$ cat src/ex_pkg.sv
package ex_pkg;

    // ==================================================
    // Default widths
    // ==================================================
    localparam int DEF_WORD_WIDTH      = 16;
    localparam int DEF_PC_WIDTH        = 12;
    localparam int DEF_PMEM_ADDR_WIDTH = 12;
    localparam int DEF_DMEM_ADDR_WIDTH = 12;
    localparam int DEF_REG_IDX_WIDTH   = 4;
    // Byte step from one instruction word to the next
    localparam int DEF_PC_INCREMENT    = 2;

    // ==================================================
    // Opcodes from the decode stage
    // ==================================================
    typedef enum logic [3:0] {
        alu_none, alu_add, alu_mul, alu_sll, alu_srl,
        alu_sra, alu_and, alu_or, alu_xor, alu_pass
    } alu_op_e;

    // Conditions are tested on the ALU result
    typedef enum logic [2:0] {
        br_none, br_jump, br_eq0, br_gt0, br_lt0
    } branch_cond_e;

    typedef enum logic [2:0] {
        mem_none,
        mem_load_word,
        mem_load_byte_signed,
        mem_load_byte_unsigned,
        mem_store_word,
        mem_store_byte
    } mem_op_e;

endpackage

$ cat src/ex_input_regs.sv
`timescale 1ns/1ns

module ex_input_regs #(
    parameter int word_width    = ex_pkg::DEF_WORD_WIDTH,
    parameter int pc_width      = ex_pkg::DEF_PC_WIDTH,
    parameter int reg_idx_width = ex_pkg::DEF_REG_IDX_WIDTH
) (
    input  logic                       clock,
    input  logic                       reset,
    input  ex_pkg::alu_op_e            alu_op,
    input  logic                       neg_src2,
    input  ex_pkg::branch_cond_e       branch_cond,
    input  logic                       second_cycle,
    input  ex_pkg::mem_op_e            mem_op,
    input  logic                       incr_pc_is_res,
    input  logic                       write_res,
    input  logic [reg_idx_width-1:0]   res_reg_idx,
    input  logic [pc_width-1:0]        pc,
    input  logic [word_width-1:0]      src1,
    input  logic [word_width-1:0]      src2,
    input  logic [word_width-1:0]      src3,
    input  logic                       flush,
    input  logic                       in_bubble,
    output ex_pkg::alu_op_e            alu_op_q,
    output logic                       neg_src2_q,
    output ex_pkg::branch_cond_e       branch_cond_q,
    output logic                       second_cycle_q,
    output ex_pkg::mem_op_e            mem_op_q,
    output logic                       incr_pc_is_res_q,
    output logic                       write_res_q,
    output logic [reg_idx_width-1:0]   res_reg_idx_q,
    output logic [pc_width-1:0]        pc_q,
    output logic [word_width-1:0]      src1_q,
    output logic [word_width-1:0]      src2_q,
    output logic [word_width-1:0]      src3_q,
    output logic                       bubble
);

    // Raw sampled copies of the fields that a flush masks
    ex_pkg::alu_op_e            alu_op_r;
    ex_pkg::branch_cond_e       branch_cond_r;
    ex_pkg::mem_op_e            mem_op_r;
    logic                       incr_pc_is_res_r;
    logic                       write_res_r;
    logic [reg_idx_width-1:0]   res_reg_idx_r;
    logic [pc_width-1:0]        pc_r;
    logic                       flush_q;
    logic                       in_bubble_q;

    // ==================================================
    // Sample decode-stage outputs
    // ==================================================
    always_ff @(posedge clock or posedge reset) begin
        if (reset) begin
            alu_op_r         <= ex_pkg::alu_none;
            neg_src2_q       <= 1'b0;
            branch_cond_r    <= ex_pkg::br_none;
            second_cycle_q   <= 1'b0;
            mem_op_r         <= ex_pkg::mem_none;
            incr_pc_is_res_r <= 1'b0;
            write_res_r      <= 1'b0;
            res_reg_idx_r    <= '0;
            pc_r             <= '0;
            src1_q           <= '0;
            src2_q           <= '0;
            src3_q           <= '0;
            flush_q          <= 1'b0;
            in_bubble_q      <= 1'b0;
        end else begin
            alu_op_r         <= alu_op;
            neg_src2_q       <= neg_src2;
            branch_cond_r    <= branch_cond;
            second_cycle_q   <= second_cycle;
            mem_op_r         <= mem_op;
            incr_pc_is_res_r <= incr_pc_is_res;
            write_res_r      <= write_res;
            res_reg_idx_r    <= res_reg_idx;
            pc_r             <= pc;
            src1_q           <= src1;
            src2_q           <= src2;
            src3_q           <= src3;
            flush_q          <= flush;
            in_bubble_q      <= in_bubble;
        end
    end

    // ==================================================
    // Flush turns this cycle into a bubble
    // ==================================================
    always_comb begin
        alu_op_q         = flush_q ? ex_pkg::alu_none : alu_op_r;
        branch_cond_q    = flush_q ? ex_pkg::br_none  : branch_cond_r;
        mem_op_q         = flush_q ? ex_pkg::mem_none : mem_op_r;
        incr_pc_is_res_q = incr_pc_is_res_r & ~flush_q;
        write_res_q      = write_res_r & ~flush_q;
        res_reg_idx_q    = flush_q ? '0 : res_reg_idx_r;
        pc_q             = flush_q ? '0 : pc_r;
    end

    assign bubble = in_bubble_q | flush_q;

endmodule

$ cat src/ex_alu.sv
`timescale 1ns/1ns

module ex_alu #(
    parameter int word_width = ex_pkg::DEF_WORD_WIDTH
) (
    input  ex_pkg::alu_op_e         alu_op,
    input  logic                    neg_src2,
    input  logic [word_width-1:0]   src1,
    input  logic [word_width-1:0]   src2,
    output logic [word_width-1:0]   alu_res
);

    // Second operand, negated for subtract
    logic [word_width-1:0] operand2;

    assign operand2 = neg_src2 ? (~src2 + 1'b1) : src2;

    // ==================================================
    // Operation select
    // ==================================================
    always_comb begin
        case (alu_op)
            ex_pkg::alu_add:  alu_res = src1 + operand2;
            // Low half of the product only
            ex_pkg::alu_mul:  alu_res = src1 * operand2;
            ex_pkg::alu_sll:  alu_res = src1 << operand2;
            ex_pkg::alu_srl:  alu_res = src1 >> operand2;
            // Sign bit fills from the left
            ex_pkg::alu_sra:  alu_res = $signed(src1) >>> operand2;
            ex_pkg::alu_and:  alu_res = src1 & operand2;
            ex_pkg::alu_or:   alu_res = src1 | operand2;
            ex_pkg::alu_xor:  alu_res = src1 ^ operand2;
            ex_pkg::alu_pass: alu_res = operand2;
            default:          alu_res = '0;
        endcase
    end

endmodule

$ cat src/ex_branch_unit.sv
`timescale 1ns/1ns

module ex_branch_unit #(
    parameter int word_width      = ex_pkg::DEF_WORD_WIDTH,
    parameter int pmem_addr_width = ex_pkg::DEF_PMEM_ADDR_WIDTH
) (
    input  logic                         clock,
    input  logic                         reset,
    input  ex_pkg::branch_cond_e         branch_cond,
    input  logic                         second_cycle,
    input  logic [word_width-1:0]        alu_res,
    output logic                         set_pc,
    output logic                         flush_if,
    output logic                         flush_dc_ex,
    output logic [pmem_addr_width-1:0]   branch_pc
);

    // ALU result from the previous cycle
    logic [word_width-1:0] alu_res_prev;
    logic                  cond_now;
    logic                  cond_prev;

    function automatic logic cond_holds(
        input ex_pkg::branch_cond_e  cond,
        input logic [word_width-1:0] value
    );
        logic is_zero;
        logic is_neg;
        is_zero = (value == '0);
        is_neg  = value[word_width-1];
        case (cond)
            ex_pkg::br_eq0: cond_holds = is_zero;
            ex_pkg::br_gt0: cond_holds = !is_neg && !is_zero;
            ex_pkg::br_lt0: cond_holds = is_neg;
            default:        cond_holds = 1'b0;
        endcase
    endfunction

    always_ff @(posedge clock or posedge reset) begin
        if (reset) begin
            alu_res_prev <= '0;
        end else begin
            alu_res_prev <= alu_res;
        end
    end

    assign cond_now  = cond_holds(branch_cond, alu_res);
    assign cond_prev = cond_holds(branch_cond, alu_res_prev);

    // ==================================================
    // Jump and branch decision
    // ==================================================
    always_comb begin
        set_pc      = 1'b0;
        flush_if    = 1'b0;
        flush_dc_ex = 1'b0;
        branch_pc   = '0;
        if (branch_cond == ex_pkg::br_jump) begin
            set_pc      = 1'b1;
            flush_if    = 1'b1;
            flush_dc_ex = 1'b1;
            branch_pc   = alu_res[pmem_addr_width-1:0];
        end else if (!second_cycle && cond_now) begin
            // Target still to come, stop fetch only
            flush_if = 1'b1;
        end else if (second_cycle && cond_prev) begin
            set_pc      = 1'b1;
            flush_if    = 1'b1;
            flush_dc_ex = 1'b1;
            branch_pc   = alu_res[pmem_addr_width-1:0];
        end
    end

endmodule

$ cat src/ex_mem_result.sv
`timescale 1ns/1ns

module ex_mem_result #(
    parameter int word_width      = ex_pkg::DEF_WORD_WIDTH,
    parameter int pc_width        = ex_pkg::DEF_PC_WIDTH,
    parameter int dmem_addr_width = ex_pkg::DEF_DMEM_ADDR_WIDTH,
    parameter int pc_increment    = ex_pkg::DEF_PC_INCREMENT
) (
    input  ex_pkg::mem_op_e              mem_op,
    input  logic                         incr_pc_is_res,
    input  logic [pc_width-1:0]          pc,
    input  logic [word_width-1:0]        alu_res,
    input  logic [word_width-1:0]        src3,
    output logic [dmem_addr_width-1:0]   dmem_rd_addr,
    output logic [dmem_addr_width-1:0]   dmem_wr_addr,
    output logic [word_width-1:0]        dmem_wr_word,
    output logic [word_width-1:0]        res
);

    localparam logic [pc_width-1:0] pc_step = pc_increment[pc_width-1:0];

    logic [pc_width-1:0] pc_next;

    // Address and store data
    always_comb begin
        dmem_rd_addr = '0;
        dmem_wr_addr = '0;
        dmem_wr_word = '0;
        case (mem_op)
            ex_pkg::mem_load_word,
            ex_pkg::mem_load_byte_signed,
            ex_pkg::mem_load_byte_unsigned: dmem_rd_addr = alu_res[dmem_addr_width-1:0];
            ex_pkg::mem_store_word,
            ex_pkg::mem_store_byte: begin
                dmem_wr_addr = alu_res[dmem_addr_width-1:0];
                dmem_wr_word = src3;
            end
            default: ;
        endcase
    end

    // Return address for calls
    assign pc_next = pc + pc_step;
    assign res     = incr_pc_is_res ? {{(word_width-pc_width){1'b0}}, pc_next} : alu_res;

endmodule

$ cat src/ex_stage.sv
`timescale 1ns/1ns

module ex_stage #(
    parameter int word_width      = ex_pkg::DEF_WORD_WIDTH,
    parameter int pc_width        = ex_pkg::DEF_PC_WIDTH,
    parameter int pmem_addr_width = ex_pkg::DEF_PMEM_ADDR_WIDTH,
    parameter int dmem_addr_width = ex_pkg::DEF_DMEM_ADDR_WIDTH,
    parameter int reg_idx_width   = ex_pkg::DEF_REG_IDX_WIDTH,
    parameter int pc_increment    = ex_pkg::DEF_PC_INCREMENT
) (
    input  logic                         clock,
    input  logic                         reset,
    input  ex_pkg::alu_op_e              alu_op,
    input  logic                         neg_src2,
    input  ex_pkg::branch_cond_e         branch_cond,
    input  logic                         second_cycle,
    input  ex_pkg::mem_op_e              mem_op,
    input  logic                         incr_pc_is_res,
    input  logic                         write_res,
    input  logic [reg_idx_width-1:0]     res_reg_idx,
    input  logic [pc_width-1:0]          pc,
    input  logic [word_width-1:0]        src1,
    input  logic [word_width-1:0]        src2,
    input  logic [word_width-1:0]        src3,
    input  logic                         flush,
    input  logic                         in_bubble,
    output logic                         bubble,
    output logic                         set_pc,
    output logic                         flush_if,
    output logic                         flush_dc_ex,
    output logic [pmem_addr_width-1:0]   branch_pc,
    output logic [dmem_addr_width-1:0]   dmem_rd_addr,
    output logic [dmem_addr_width-1:0]   dmem_wr_addr,
    output logic [word_width-1:0]        dmem_wr_word,
    output logic [word_width-1:0]        res,
    output ex_pkg::mem_op_e              mem_op_out,
    output logic                         write_res_out,
    output logic [reg_idx_width-1:0]     res_reg_idx_out
);

    // Registered operation
    ex_pkg::alu_op_e        alu_op_q;
    logic                   neg_src2_q;
    ex_pkg::branch_cond_e   branch_cond_q;
    logic                   second_cycle_q;
    logic                   incr_pc_is_res_q;
    logic [pc_width-1:0]    pc_q;
    logic [word_width-1:0]  src1_q;
    logic [word_width-1:0]  src2_q;
    logic [word_width-1:0]  src3_q;
    logic [word_width-1:0]  alu_res;

    ex_input_regs #(
        .word_width    (word_width),
        .pc_width      (pc_width),
        .reg_idx_width (reg_idx_width)
    ) u_input_regs (
        .clock            (clock),
        .reset            (reset),
        .alu_op           (alu_op),
        .neg_src2         (neg_src2),
        .branch_cond      (branch_cond),
        .second_cycle     (second_cycle),
        .mem_op           (mem_op),
        .incr_pc_is_res   (incr_pc_is_res),
        .write_res        (write_res),
        .res_reg_idx      (res_reg_idx),
        .pc               (pc),
        .src1             (src1),
        .src2             (src2),
        .src3             (src3),
        .flush            (flush),
        .in_bubble        (in_bubble),
        .alu_op_q         (alu_op_q),
        .neg_src2_q       (neg_src2_q),
        .branch_cond_q    (branch_cond_q),
        .second_cycle_q   (second_cycle_q),
        .mem_op_q         (mem_op_out),
        .incr_pc_is_res_q (incr_pc_is_res_q),
        .write_res_q      (write_res_out),
        .res_reg_idx_q    (res_reg_idx_out),
        .pc_q             (pc_q),
        .src1_q           (src1_q),
        .src2_q           (src2_q),
        .src3_q           (src3_q),
        .bubble           (bubble)
    );

    ex_alu #(
        .word_width (word_width)
    ) u_alu (
        .alu_op   (alu_op_q),
        .neg_src2 (neg_src2_q),
        .src1     (src1_q),
        .src2     (src2_q),
        .alu_res  (alu_res)
    );

    ex_branch_unit #(
        .word_width      (word_width),
        .pmem_addr_width (pmem_addr_width)
    ) u_branch_unit (
        .clock        (clock),
        .reset        (reset),
        .branch_cond  (branch_cond_q),
        .second_cycle (second_cycle_q),
        .alu_res      (alu_res),
        .set_pc       (set_pc),
        .flush_if     (flush_if),
        .flush_dc_ex  (flush_dc_ex),
        .branch_pc    (branch_pc)
    );

    ex_mem_result #(
        .word_width      (word_width),
        .pc_width        (pc_width),
        .dmem_addr_width (dmem_addr_width),
        .pc_increment    (pc_increment)
    ) u_mem_result (
        .mem_op         (mem_op_out),
        .incr_pc_is_res (incr_pc_is_res_q),
        .pc             (pc_q),
        .alu_res        (alu_res),
        .src3           (src3_q),
        .dmem_rd_addr   (dmem_rd_addr),
        .dmem_wr_addr   (dmem_wr_addr),
        .dmem_wr_word   (dmem_wr_word),
        .res            (res)
    );

endmodule

$ cat config.mk
export PLATFORM = sky130hd
export DESIGN_NAME = ex_stage
export DESIGN_NICKNAME = d
export VERILOG_FILES = /design/src/ex_pkg.sv /design/src/ex_input_regs.sv /design/src/ex_alu.sv /design/src/ex_branch_unit.sv /design/src/ex_mem_result.sv /design/src/ex_stage.sv
export SDC_FILE = /design/constraint.sdc
export NUM_CORES = 1
export LEC_CHECK = 0
export BUFFER_PORTS_ARGS = -buffer_cell sky130_fd_sc_hd__buf_2
export CORE_UTILIZATION = 55
export DETAILED_ROUTE_END_ITERATION = 8
export PLACE_DENSITY = 0.85
export SLEW_MARGIN = 20
export SYNTH_ARGS = -nofsm -noshare
export SYNTH_HDL_FRONTEND = slang
export SYNTH_SLANG_ARGS = --single-unit
$ cat constraint.sdc
create_clock -name clock -period 11.7 [get_ports clock]
set_clock_uncertainty 0.2 [all_clocks]
set_input_delay 0.585 -clock clock [delete_from_list [all_inputs] [get_ports clock]]
set_output_delay 0.585 -clock clock [all_outputs]
set_load 0.05 [all_outputs]
# ---- After elaboration in Yosys (flattened, before gate mapping)
# Index checks and enable logic that the tools add are counted.
dict set report word_totals {
  input_bits 82
  reg_bits 96
}
dict set report classes {
  eq_ne 18
  n_addsub 3
  n_mul 1
  n_reduce_logical 13
  shifts 3
  bitwise_logic 8
  n_mux 21
}
# cell count
set op_table {}
lappend op_table {{$pmux W16 S9} 1}
lappend op_table {{$mux W12} 6}
lappend op_table {{$mux W16} 3}
lappend op_table {{$logic_not A16 Y1} 2}
lappend op_table {{$add A16 B1 Y16 const B} 1}
lappend op_table {{$add A16 B16 Y16} 1}
lappend op_table {{$and A16 B16 Y16} 1}
lappend op_table {{$eq A4 B3 Y1 const B} 4}
lappend op_table {{$mul A16 B16 Y16} 1}
lappend op_table {{$not A16 Y16} 1}
lappend op_table {{$or A16 B16 Y16} 1}
lappend op_table {{$shl A16 B16 Y16} 1}
lappend op_table {{$shr A16 B16 Y16} 1}
lappend op_table {{$sshr A16 B16 Y16} 1}
lappend op_table {{$xor A16 B16 Y16} 1}
lappend op_table {{$add A12 B2 Y12 const B} 1}
lappend op_table {{$eq A3 B2 Y1 const B} 4}
lappend op_table {{$eq A3 B3 Y1 const B} 3}
lappend op_table {{$eq A4 B2 Y1 const B} 2}
lappend op_table {{$eq A4 B4 Y1 const B} 2}
lappend op_table {{$mux W4} 2}
lappend op_table {{$eq A3 B1 Y1 const B} 2}
lappend op_table {{$mux W3} 2}
lappend op_table {{$pmux W1 S3} 2}
lappend op_table {{other kinds (9)} 21}

# ---- Longest topological paths before layout
# Gate-level depths: netlist (run 1).
dict set report depth {
  ltp_word 12
  ltp_mapped 35
}

# ---- Modules after synthesis
# From an unflattened synthesis (run 1), not the netlist that was laid out.
dict set report hier_totals {
  cells_unflattened 1312
  area_unflattened_um2 11194.5
}
# mod instances cells_per_inst seq_area_each_um2 area_each_um2
set modules_own_cells {}
lappend modules_own_cells {ex_alu 1 1040 0.0 7679.9}
lappend modules_own_cells {ex_input_regs 1 113 2001.9 2214.6}
lappend modules_own_cells {ex_branch_unit 1 57 400.4 684.4}
lappend modules_own_cells {ex_mem_result 1 102 0.0 615.6}

# ---- Worst setup path after synthesis (run 1)
# No wires, ideal clock.
dict set report synth_timing {
  kind {reg2out}
  start {register u_input_regs.src2_q[0]}
  end {output port flush_if}
  arrival_time_ns 8.535
  slack_ns 2.380
  stages_incl_launch_ff 34
  cell_sequence {dfrtp_1 > buf_2 > inv_1 > buf_1 > clkbuf_1 > ha_1 > nand2b_1 > xnor2_1 > inv_2 > buf_1 > clkbuf_1 > buf_1 > nor2_1 > fa_1 > inv_1 > fa_1 > inv_1 > fa_1 > fa_1 > inv_1 > fa_1 > fa_1 > xor2_1 > xnor2_1 > xnor2_1 > xnor3_1 > xnor2_1 > xnor2_1 > xnor2_1 > xnor2_1 > xnor2_1 > a221oi_1 > nand2_1 > o22ai_2}
}
dict set report synth_between {
  elab_chain_len 12
  elab_cells_between_ends 20
  classes_between {2 x add/sub; 1 x mul; 3 x shift; 5 x mux; 4 x bitwise; 5 x reduce/logical}
}
# item line
set synth_lines {}
lappend synth_lines {{start: declaration} ex_input_regs.sv:34} ;# output logic [word_width-1:0] src2_q,
lappend synth_lines {{start signal: assignment} ex_input_regs.sv:80} ;# src2_q <= src2;
lappend synth_lines {{$not A16 Y16} ex_alu.sv:16} ;# assign operand2 = neg_src2 ? (~src2 + 1'b1) : src2;
lappend synth_lines {{$add A16 B1 Y16} ex_alu.sv:16}
lappend synth_lines {{$mux W16 (*)} ex_alu.sv:16}
lappend synth_lines {{$mul A16 B16 Y16, or another cell as far along} ex_alu.sv:25} ;# ex_pkg::alu_mul: alu_res = src1 * operand2;
lappend synth_lines {{$pmux W16 S9 (*)} ex_alu.sv:22} ;# case (alu_op)
lappend synth_lines {{$logic_not A16 Y1} ex_branch_unit.sv:29} ;# is_zero = (value == '0);
lappend synth_lines {{$logic_not A1 Y1} ex_branch_unit.sv:33} ;# ex_pkg::br_gt0: cond_holds = !is_neg && !is_zero;
lappend synth_lines {{$logic_and A1 B1 Y1} ex_branch_unit.sv:33}
lappend synth_lines {{$pmux W1 S3 (*)} ex_branch_unit.sv:31} ;# case (cond)
lappend synth_lines {{$logic_and A1 B1 Y1 (*)} ex_branch_unit.sv:63} ;# end else if (!second_cycle && cond_now) begin
lappend synth_lines {{$mux W1 (*)} ex_branch_unit.sv:63}
lappend synth_lines {{$mux W1 (*)} ex_branch_unit.sv:58} ;# if (branch_cond == ex_pkg::br_jump) begin
lappend synth_lines {{end: declaration} ex_stage.sv:29} ;# output logic flush_if,
# Every way passes the cells marked *; elsewhere a longest branch is shown, timed or not.

# ---- Final worst setup path (run 1)
# Ends and elaborated chain as after synthesis.

==> results of run 1 <==
-- routing by layer --
metal | global-route usage (%) | routed length (um) | up-vias
li1 | - | - | 4730
met4 | 19.5 | 1790 | 0
met3 | 7.70 | 4330 | 160
met2 | 56.2 | 16900 | 759
met1 | 48.4 | 14500 | 5193
met5 | 0 | 0 | -
-- Yosys cell counts, types with 4 or more instances --
master | count | share of area [%]
inv_1 | 165 | 5.5
nor2_1 | 154 | 5.1
nand2_1 | 126 | 4.2
dfrtp_1 | 96 | 21
ha_1 | 85 | 9.5
fa_1 | 80 | 14
a21oi_1 | 55 | 2.5
o21ai_0 | 54 | 2.4
clkbuf_1 | 52 | 1.7
xnor2_1 | 50 | 3.9
and2_1 | 26 | 1.4
nor2b_1 | 24 | 1.3
a211oi_1 | 22 | 1.5
nor3_1 | 22 | 0.98
mux2i_1 | 18 | 1.6
mux4_2 | 18 | 3.6
nand3_1 | 16 | 0.71
and3_1 | 15 | 0.84
nand2b_1 | 14 | 0.78
o211ai_1 | 13 | 0.87
a31oi_1 | 12 | 0.67
nand4_1 | 12 | 0.67
a21o_1 | 11 | 0.74
a22oi_1 | 11 | 0.74
xor2_1 | 11 | 0.86
buf_1 | 9 | 0.30
buf_2 | 9 | 0.40
o221ai_1 | 9 | 0.70
a211o_1 | 8 | 0.62
nor4_1 | 8 | 0.45
a221oi_1 | 7 | 0.55
a32oi_1 | 7 | 0.55
o31ai_1 | 6 | 0.40
a221o_1 | 4 | 0.36
clkinv_1 | 4 | 0.13
nor4b_1 | 4 | 0.31
o21a_1 | 4 | 0.27
o31a_1 | 4 | 0.31
-- how the worst max path moves through the flow --
stage | startpoint | to | slack, ns | depth (start not counted)
2_1_floorplan | u_input_regs.src2_q[0] | flush_if | 2.38 | 33
3_3_place_gp | u_input_regs.src2_q[0] | flush_if | 2.89 | 28
3_5_place_dp | u_input_regs.src2_q[0] | flush_if | 2.61 | 30
4_1_cts | u_input_regs.src2_q[0] | flush_if | 2.23 | 30
5_1_grt | u_input_regs.src2_q[0] | flush_if | 1.67 | 28
6_report | u_input_regs.src2_q[0] | flush_if | 2.03 | 28
-- area by class of cell --
| type | instances | share of cell area, % |
|---|---|---|
| Clock inverter | 7 | 0.777 |
| Tap cell | 265 | 2.64 |
| Inverter | 170 | 5.10 |
| Timing Repair Buffer | 183 | 7.73 |
| Clock buffer | 9 | 1.79 |
| Sequential cell | 96 | 19.1 |
| Multi-Input combinational cell | 982 | 62.8 |
-- critical path: cells and delay by family (launching register included) --
| kind | cells | cell delay, ns |
|---|---|---|
| buf+inv | 7 | 1.47 |
| flops | 1 | 0.32 |
| simple gates | 4 | 0.60 |
| xor+xnor | 2 | 0.69 |
| fa+ha+maj | 8 | 3.69 |
| compound gates | 7 | 1.71 |
-- stage by stage --
step	hold slack, ns	util [%]
2_1_floorplan	0.416	-
3_3_place_gp	0.396	62.0
3_5_place_dp	0.406	62.1
4_1_cts	0.0350	63.7
5_1_grt	0.0569	63.7
6_report	0.0235	63.7
-- registers in the layout, indices dropped and copies added (netlist names), 3 cells and up --
register                    cells
u_branch_unit.alu_res_prev     16
u_input_regs.src1_q            16
u_input_regs.src2_q            16
u_input_regs.src3_q            16
u_input_regs.pc_r              12
u_input_regs.alu_op_r           4
u_input_regs.res_reg_idx_r      4
u_input_regs.branch_cond_r      3
u_input_regs.mem_op_r           3
-- cell families after synthesis --
family          share of synthesized area, %
simple gates                            18.7
compound gates                          17.1
buf+inv                                 8.43
fa+ha+maj                               23.7
flops                                   21.4
xor+xnor                                5.31
mux                                     5.32
-- report_power, final --
part           internal (mW)  switching [mW]
clock                  0.173           0.144
sequential             0.355          0.0291
combinational          0.696            1.01
==> flow_summary.toml, run 1 <==
[run_status]
status = "completed"

[run]
max-cap-violations = 0

[floorplanning]
die-height_um = 145
fp.dieArea_mm2 = 0.0210
die_w_um = 145
core_mm2 = 0.0197
ios = 162
num_rows = 51
start_util_pct = 56.9

[pwr]
power.total_mw = 2.41
power_density_mw_per_mm2 = 192
ir_worst_vdd_mv = 0.197
p_leak_nw = 6.15

[final_layout]
nets = 1689
drive_gt1_share_pct = 16.7
multiInputGateArea_mm2 = 0.00789
stdcell_count = 1712
regArea_mm2 = 0.00240
design_area_mm2 = 0.0126
final_common_cell = "inv_1"
layout_common_cells = "inv_1 (164), buf_2 (161), nor2_1 (154)"
syn2layout_area_growth_pct = 11.9
num_antenna_cells = 0
fillers = 1667

[synthesis]
yosysWarnings = 0
syn_avg_cell_area_um2 = 8.49
async_flop_share_pct = 100
syn_inst = 1322
synth_fp_nets = 1569
synth_cell_types = 85
syn_area_mm2 = 0.0112
synth_edf_count = 0
ys_ff_latch = 96
yosysSeqAreaShare_pct = 21.4
synth-main-ff-cell = "dfrtp_1"

[drt]
first_iter_violations = 1409
antenna_left = 0
first_pass_iters = 6
drc = 0
vias = 10800
wl_um = 37500
viasPerCell = 6.33
wl_per_cell_um = 21.9

[sta]
rsz0062_at_grt = "false"
slew_headroom_pct = 26.6
fin_crit_ns = 9.67
hold_viol = 0
worst_pin_slew_ns = 1.07
tns_ns = 0
setup_viol = 0
slew_violations = 0
setup_slack_ns = 2.03
fin_crit_sh_pct = 82.6
fmax_mhz = 103

[setup_path]
crit_top_cell = "fa_1"
cp.arrival_ns = 8.88
timing.rr.start = "u_input_regs.src2_q[0]"
worst_r2r_path_depth = 26
criticalPathCategory = "reg -> out"
worstSetupStartpointType = "flop"
crit_slowest_cell = "a221oi_1"
path_max_fanout = 42
timing.rr.end = "u_branch_unit.alu_res_prev[15]"
slowest_delay_ns = 0.65
reg2reg_slack_ns = 3.35
required_ns = 10.92
worstSetupEndpointType = "output port"

[clock_tree]
worst_setup_hold_path_clk_slew_ns = 0.07
cts_tree = "built"
clockBufferDepth = 2
hold_buffers = 0
cts_max_level = 3
clock_latency_ns = 0.36
cts_setup_buffers = 0
clock-sinks = 96
cts_buffers = 9
cts_resized = 0
root_buffer = "clkbuf_16"

[grt]
grt_max_degree = 64
grt_pass1_wl_um = 57000
grt_pass1_vias = 10700
grt_usage_pct = 36.5
antenna_found_initial = 0
gr-total-overflow = 0

[placement]
hpwl_um = 28300
place_area_mm2 = 0.0122
numPortBuffers = 161
gp_congestion = 1.04
dp_worst_setup_slack_ns = 2.61
dp_cells = 1696

[min_path]
hp-class = "in -> async"
Note: power is estimated with default switching activity, not from simulation.
==> run 2: changes to the inputs <==
--- a/config.mk
+++ b/config.mk
@@ -6,9 +6,9 @@
 export NUM_CORES = 1
 export LEC_CHECK = 0
 export BUFFER_PORTS_ARGS = -buffer_cell sky130_fd_sc_hd__buf_2
-export CORE_UTILIZATION = 55
+export CORE_UTILIZATION = 54
 export DETAILED_ROUTE_END_ITERATION = 8
-export PLACE_DENSITY = 0.85
+export PLACE_DENSITY = 0.87
 export SLEW_MARGIN = 20
 export SYNTH_ARGS = -nofsm -noshare
 export SYNTH_HDL_FRONTEND = slang
==> constraint.sdc (replaced) <==
create_clock -name clock -period 8.75 [get_ports clock]
set_clock_uncertainty 0.2 [all_clocks]
set_input_delay 0.4375 -clock clock [delete_from_list [all_inputs] [get_ports clock]]
set_output_delay 0.4375 -clock clock [all_outputs]
set_load 0.05 [all_outputs]
==> run 2 against run 1 <==
  * Clock power grew 25%
  * Sequential power rose by 34%
  * Total power up 39%
  * Count of clock-buffer cells in the layout grew 1
  * Routed wire length increased by 10%
  * Register-to-register slack worse by 1.9 ns
  * Worst hold slack got worse by 0.012 ns
  * Sequential cell count stayed put
  * Global-route usage up 1.9 points
  * Non-clock buffer count is 88 higher
  * Sequential share of layout area is 1.3 points lower
  * First-iteration DRC count grew 14%
  * Critical path type unchanged
  * Critical endpoint unchanged
  * Largest cell class unchanged
  * Largest power group unchanged
==> flow_summary.toml, run 2 (synthesis gave the netlist of run 1 again) <==
[final_layout]
nets = 1777
fillers = 1648
num_antenna_cells = 0
drive_gt1_share_pct = 17.7
syn2layout_area_growth_pct = 20.1
post-route-util_pct = 66.4
final_common_cell = "inv_1"
design_area_mm2 = 0.0135
layout_common_cells = "inv_1 (163), buf_2 (160), nor2_1 (154)"

[setup_path]
reg2reg_slack_ns = 1.45
critPathBufInv = 9
worstSetupEndpointType = "output port"
criticalPathCategory = "reg -> out"
crit_family = "adder cells"
cp.arrival_ns = 7.85
crit_slowest_cell = "a221oi_1"
path_max_fanout = 30
slowest_delay_ns = 0.71
required_ns = 8.11
crit_top_cell = "inv_1"
worstSetupStartpointType = "flop"

[sta]
slew_headroom_pct = 31.6
setup_viol = 0
worst_pin_slew_ns = 1.02
fin_crit_sh_pct = 97.0
slew_violations = 0
rsz0062_at_grt = "false"
hold_viol = 0
fin_crit_ns = 8.49
fmax_mhz = 118
hold_slack_ns = 0.0113
tns_ns = 0

[floorplanning]
core_mm2 = 0.0203
fp.dieArea_mm2 = 0.0214
die_w_um = 146
die-height_um = 146
num_rows = 52
start_util_pct = 55.3
ios = 162

[drt]
drc = 0
wl_um = 41300
first_pass_iters = 7
viasPerCell = 6.30
wl_per_cell_um = 22.9
vias = 11400
antenna_left = 0
first_iter_violations = 1613

[placement]
place_area_mm2 = 0.0123
gp_congestion = 1.07
hpwl_um = 29800
numPortBuffers = 161

[min_path]
hp-class = "in -> reg"

[pwr]
p_leak_nw = 6.54
power_density_mw_per_mm2 = 249
ir_worst_vdd_mv = 0.207
power.total_mw = 3.36

[clock_tree]
cts_buffers = 9
clock_latency_ns = 0.35
clockBufferDepth = 2
clock-sinks = 96
cts_max_level = 3
cts_tree = "built"
root_buffer = "clkbuf_16"
worst_setup_hold_path_clk_slew_ns = 0.07

[run]
max-cap-violations = 0

[grt]
gr-total-overflow = 0
grt_pass1_vias = 11300
grt_pass1_wl_um = 63100
grt_usage_pct = 38.5
grt_max_degree = 63
antenna_found_initial = 0

[run_status]
status = "completed"
-- run 2: layer usage --
metal | routed length, um | vias to the layer above | track usage, %
met1 | 15100 | 5356 | 49.7
met3 | 5420 | 210 | 11.5
met4 | 2550 | 0 | 19.8
li1 | - | 4913 | -
met2 | 18200 | 892 | 58.6
met5 | 0 | - | 0
-- run 2: worst paths after layout --
kind,from,to,cells after the start
min reg2reg,u_input_regs.src2_q[15],u_branch_unit.alu_res_prev[15],5
max in group asynchronous,reset,u_branch_unit.alu_res_prev[6],4
max reg2reg,u_input_regs.src2_q[0],u_branch_unit.alu_res_prev[15],24
min in group asynchronous,reset,u_input_regs.src2_q[15],3
min,src2[1],u_input_regs.src2_q[1],1
max,u_input_regs.src2_q[1],flush_if,29
-- run 2: final cells by class --
cell class,count,area [um^2],area share [%]
clock inverters,6,61.3,0.455
inverters,170,644,4.78
repair buffers,271,1820,13.5
flip-flops and latches,96,2400,17.8
well taps,270,338,2.51
clock buffers,10,239,1.77
multi-input cells,982,7980,59.2
-- run 2: where the power goes --
group          switching [mW]  internal, mW  leakage, nW
logic                    1.42          1.03         5.25
clock network           0.187         0.208        0.144
registers              0.0383         0.475         1.15
-- run 2: stage by stage --
stage | setup slack (ns) | instances
2_1_floorplan | 0.0211 | 1322
3_3_place_gp | 0.452 | 1714
3_5_place_dp | 0.274 | 1714
4_1_cts | 0.0751 | 1798
5_1_grt | 0.0227 | 1805
6_report | 0.260 | 1805
-- run 2: what timing repair did --
item,CTS,global route
resized for setup,1,17
pin swaps,0,2
buffers inserted,0,2
endpoints found under the setup margin,1,2
hold buffers,68,5
endpoints found under the hold margin,101,5
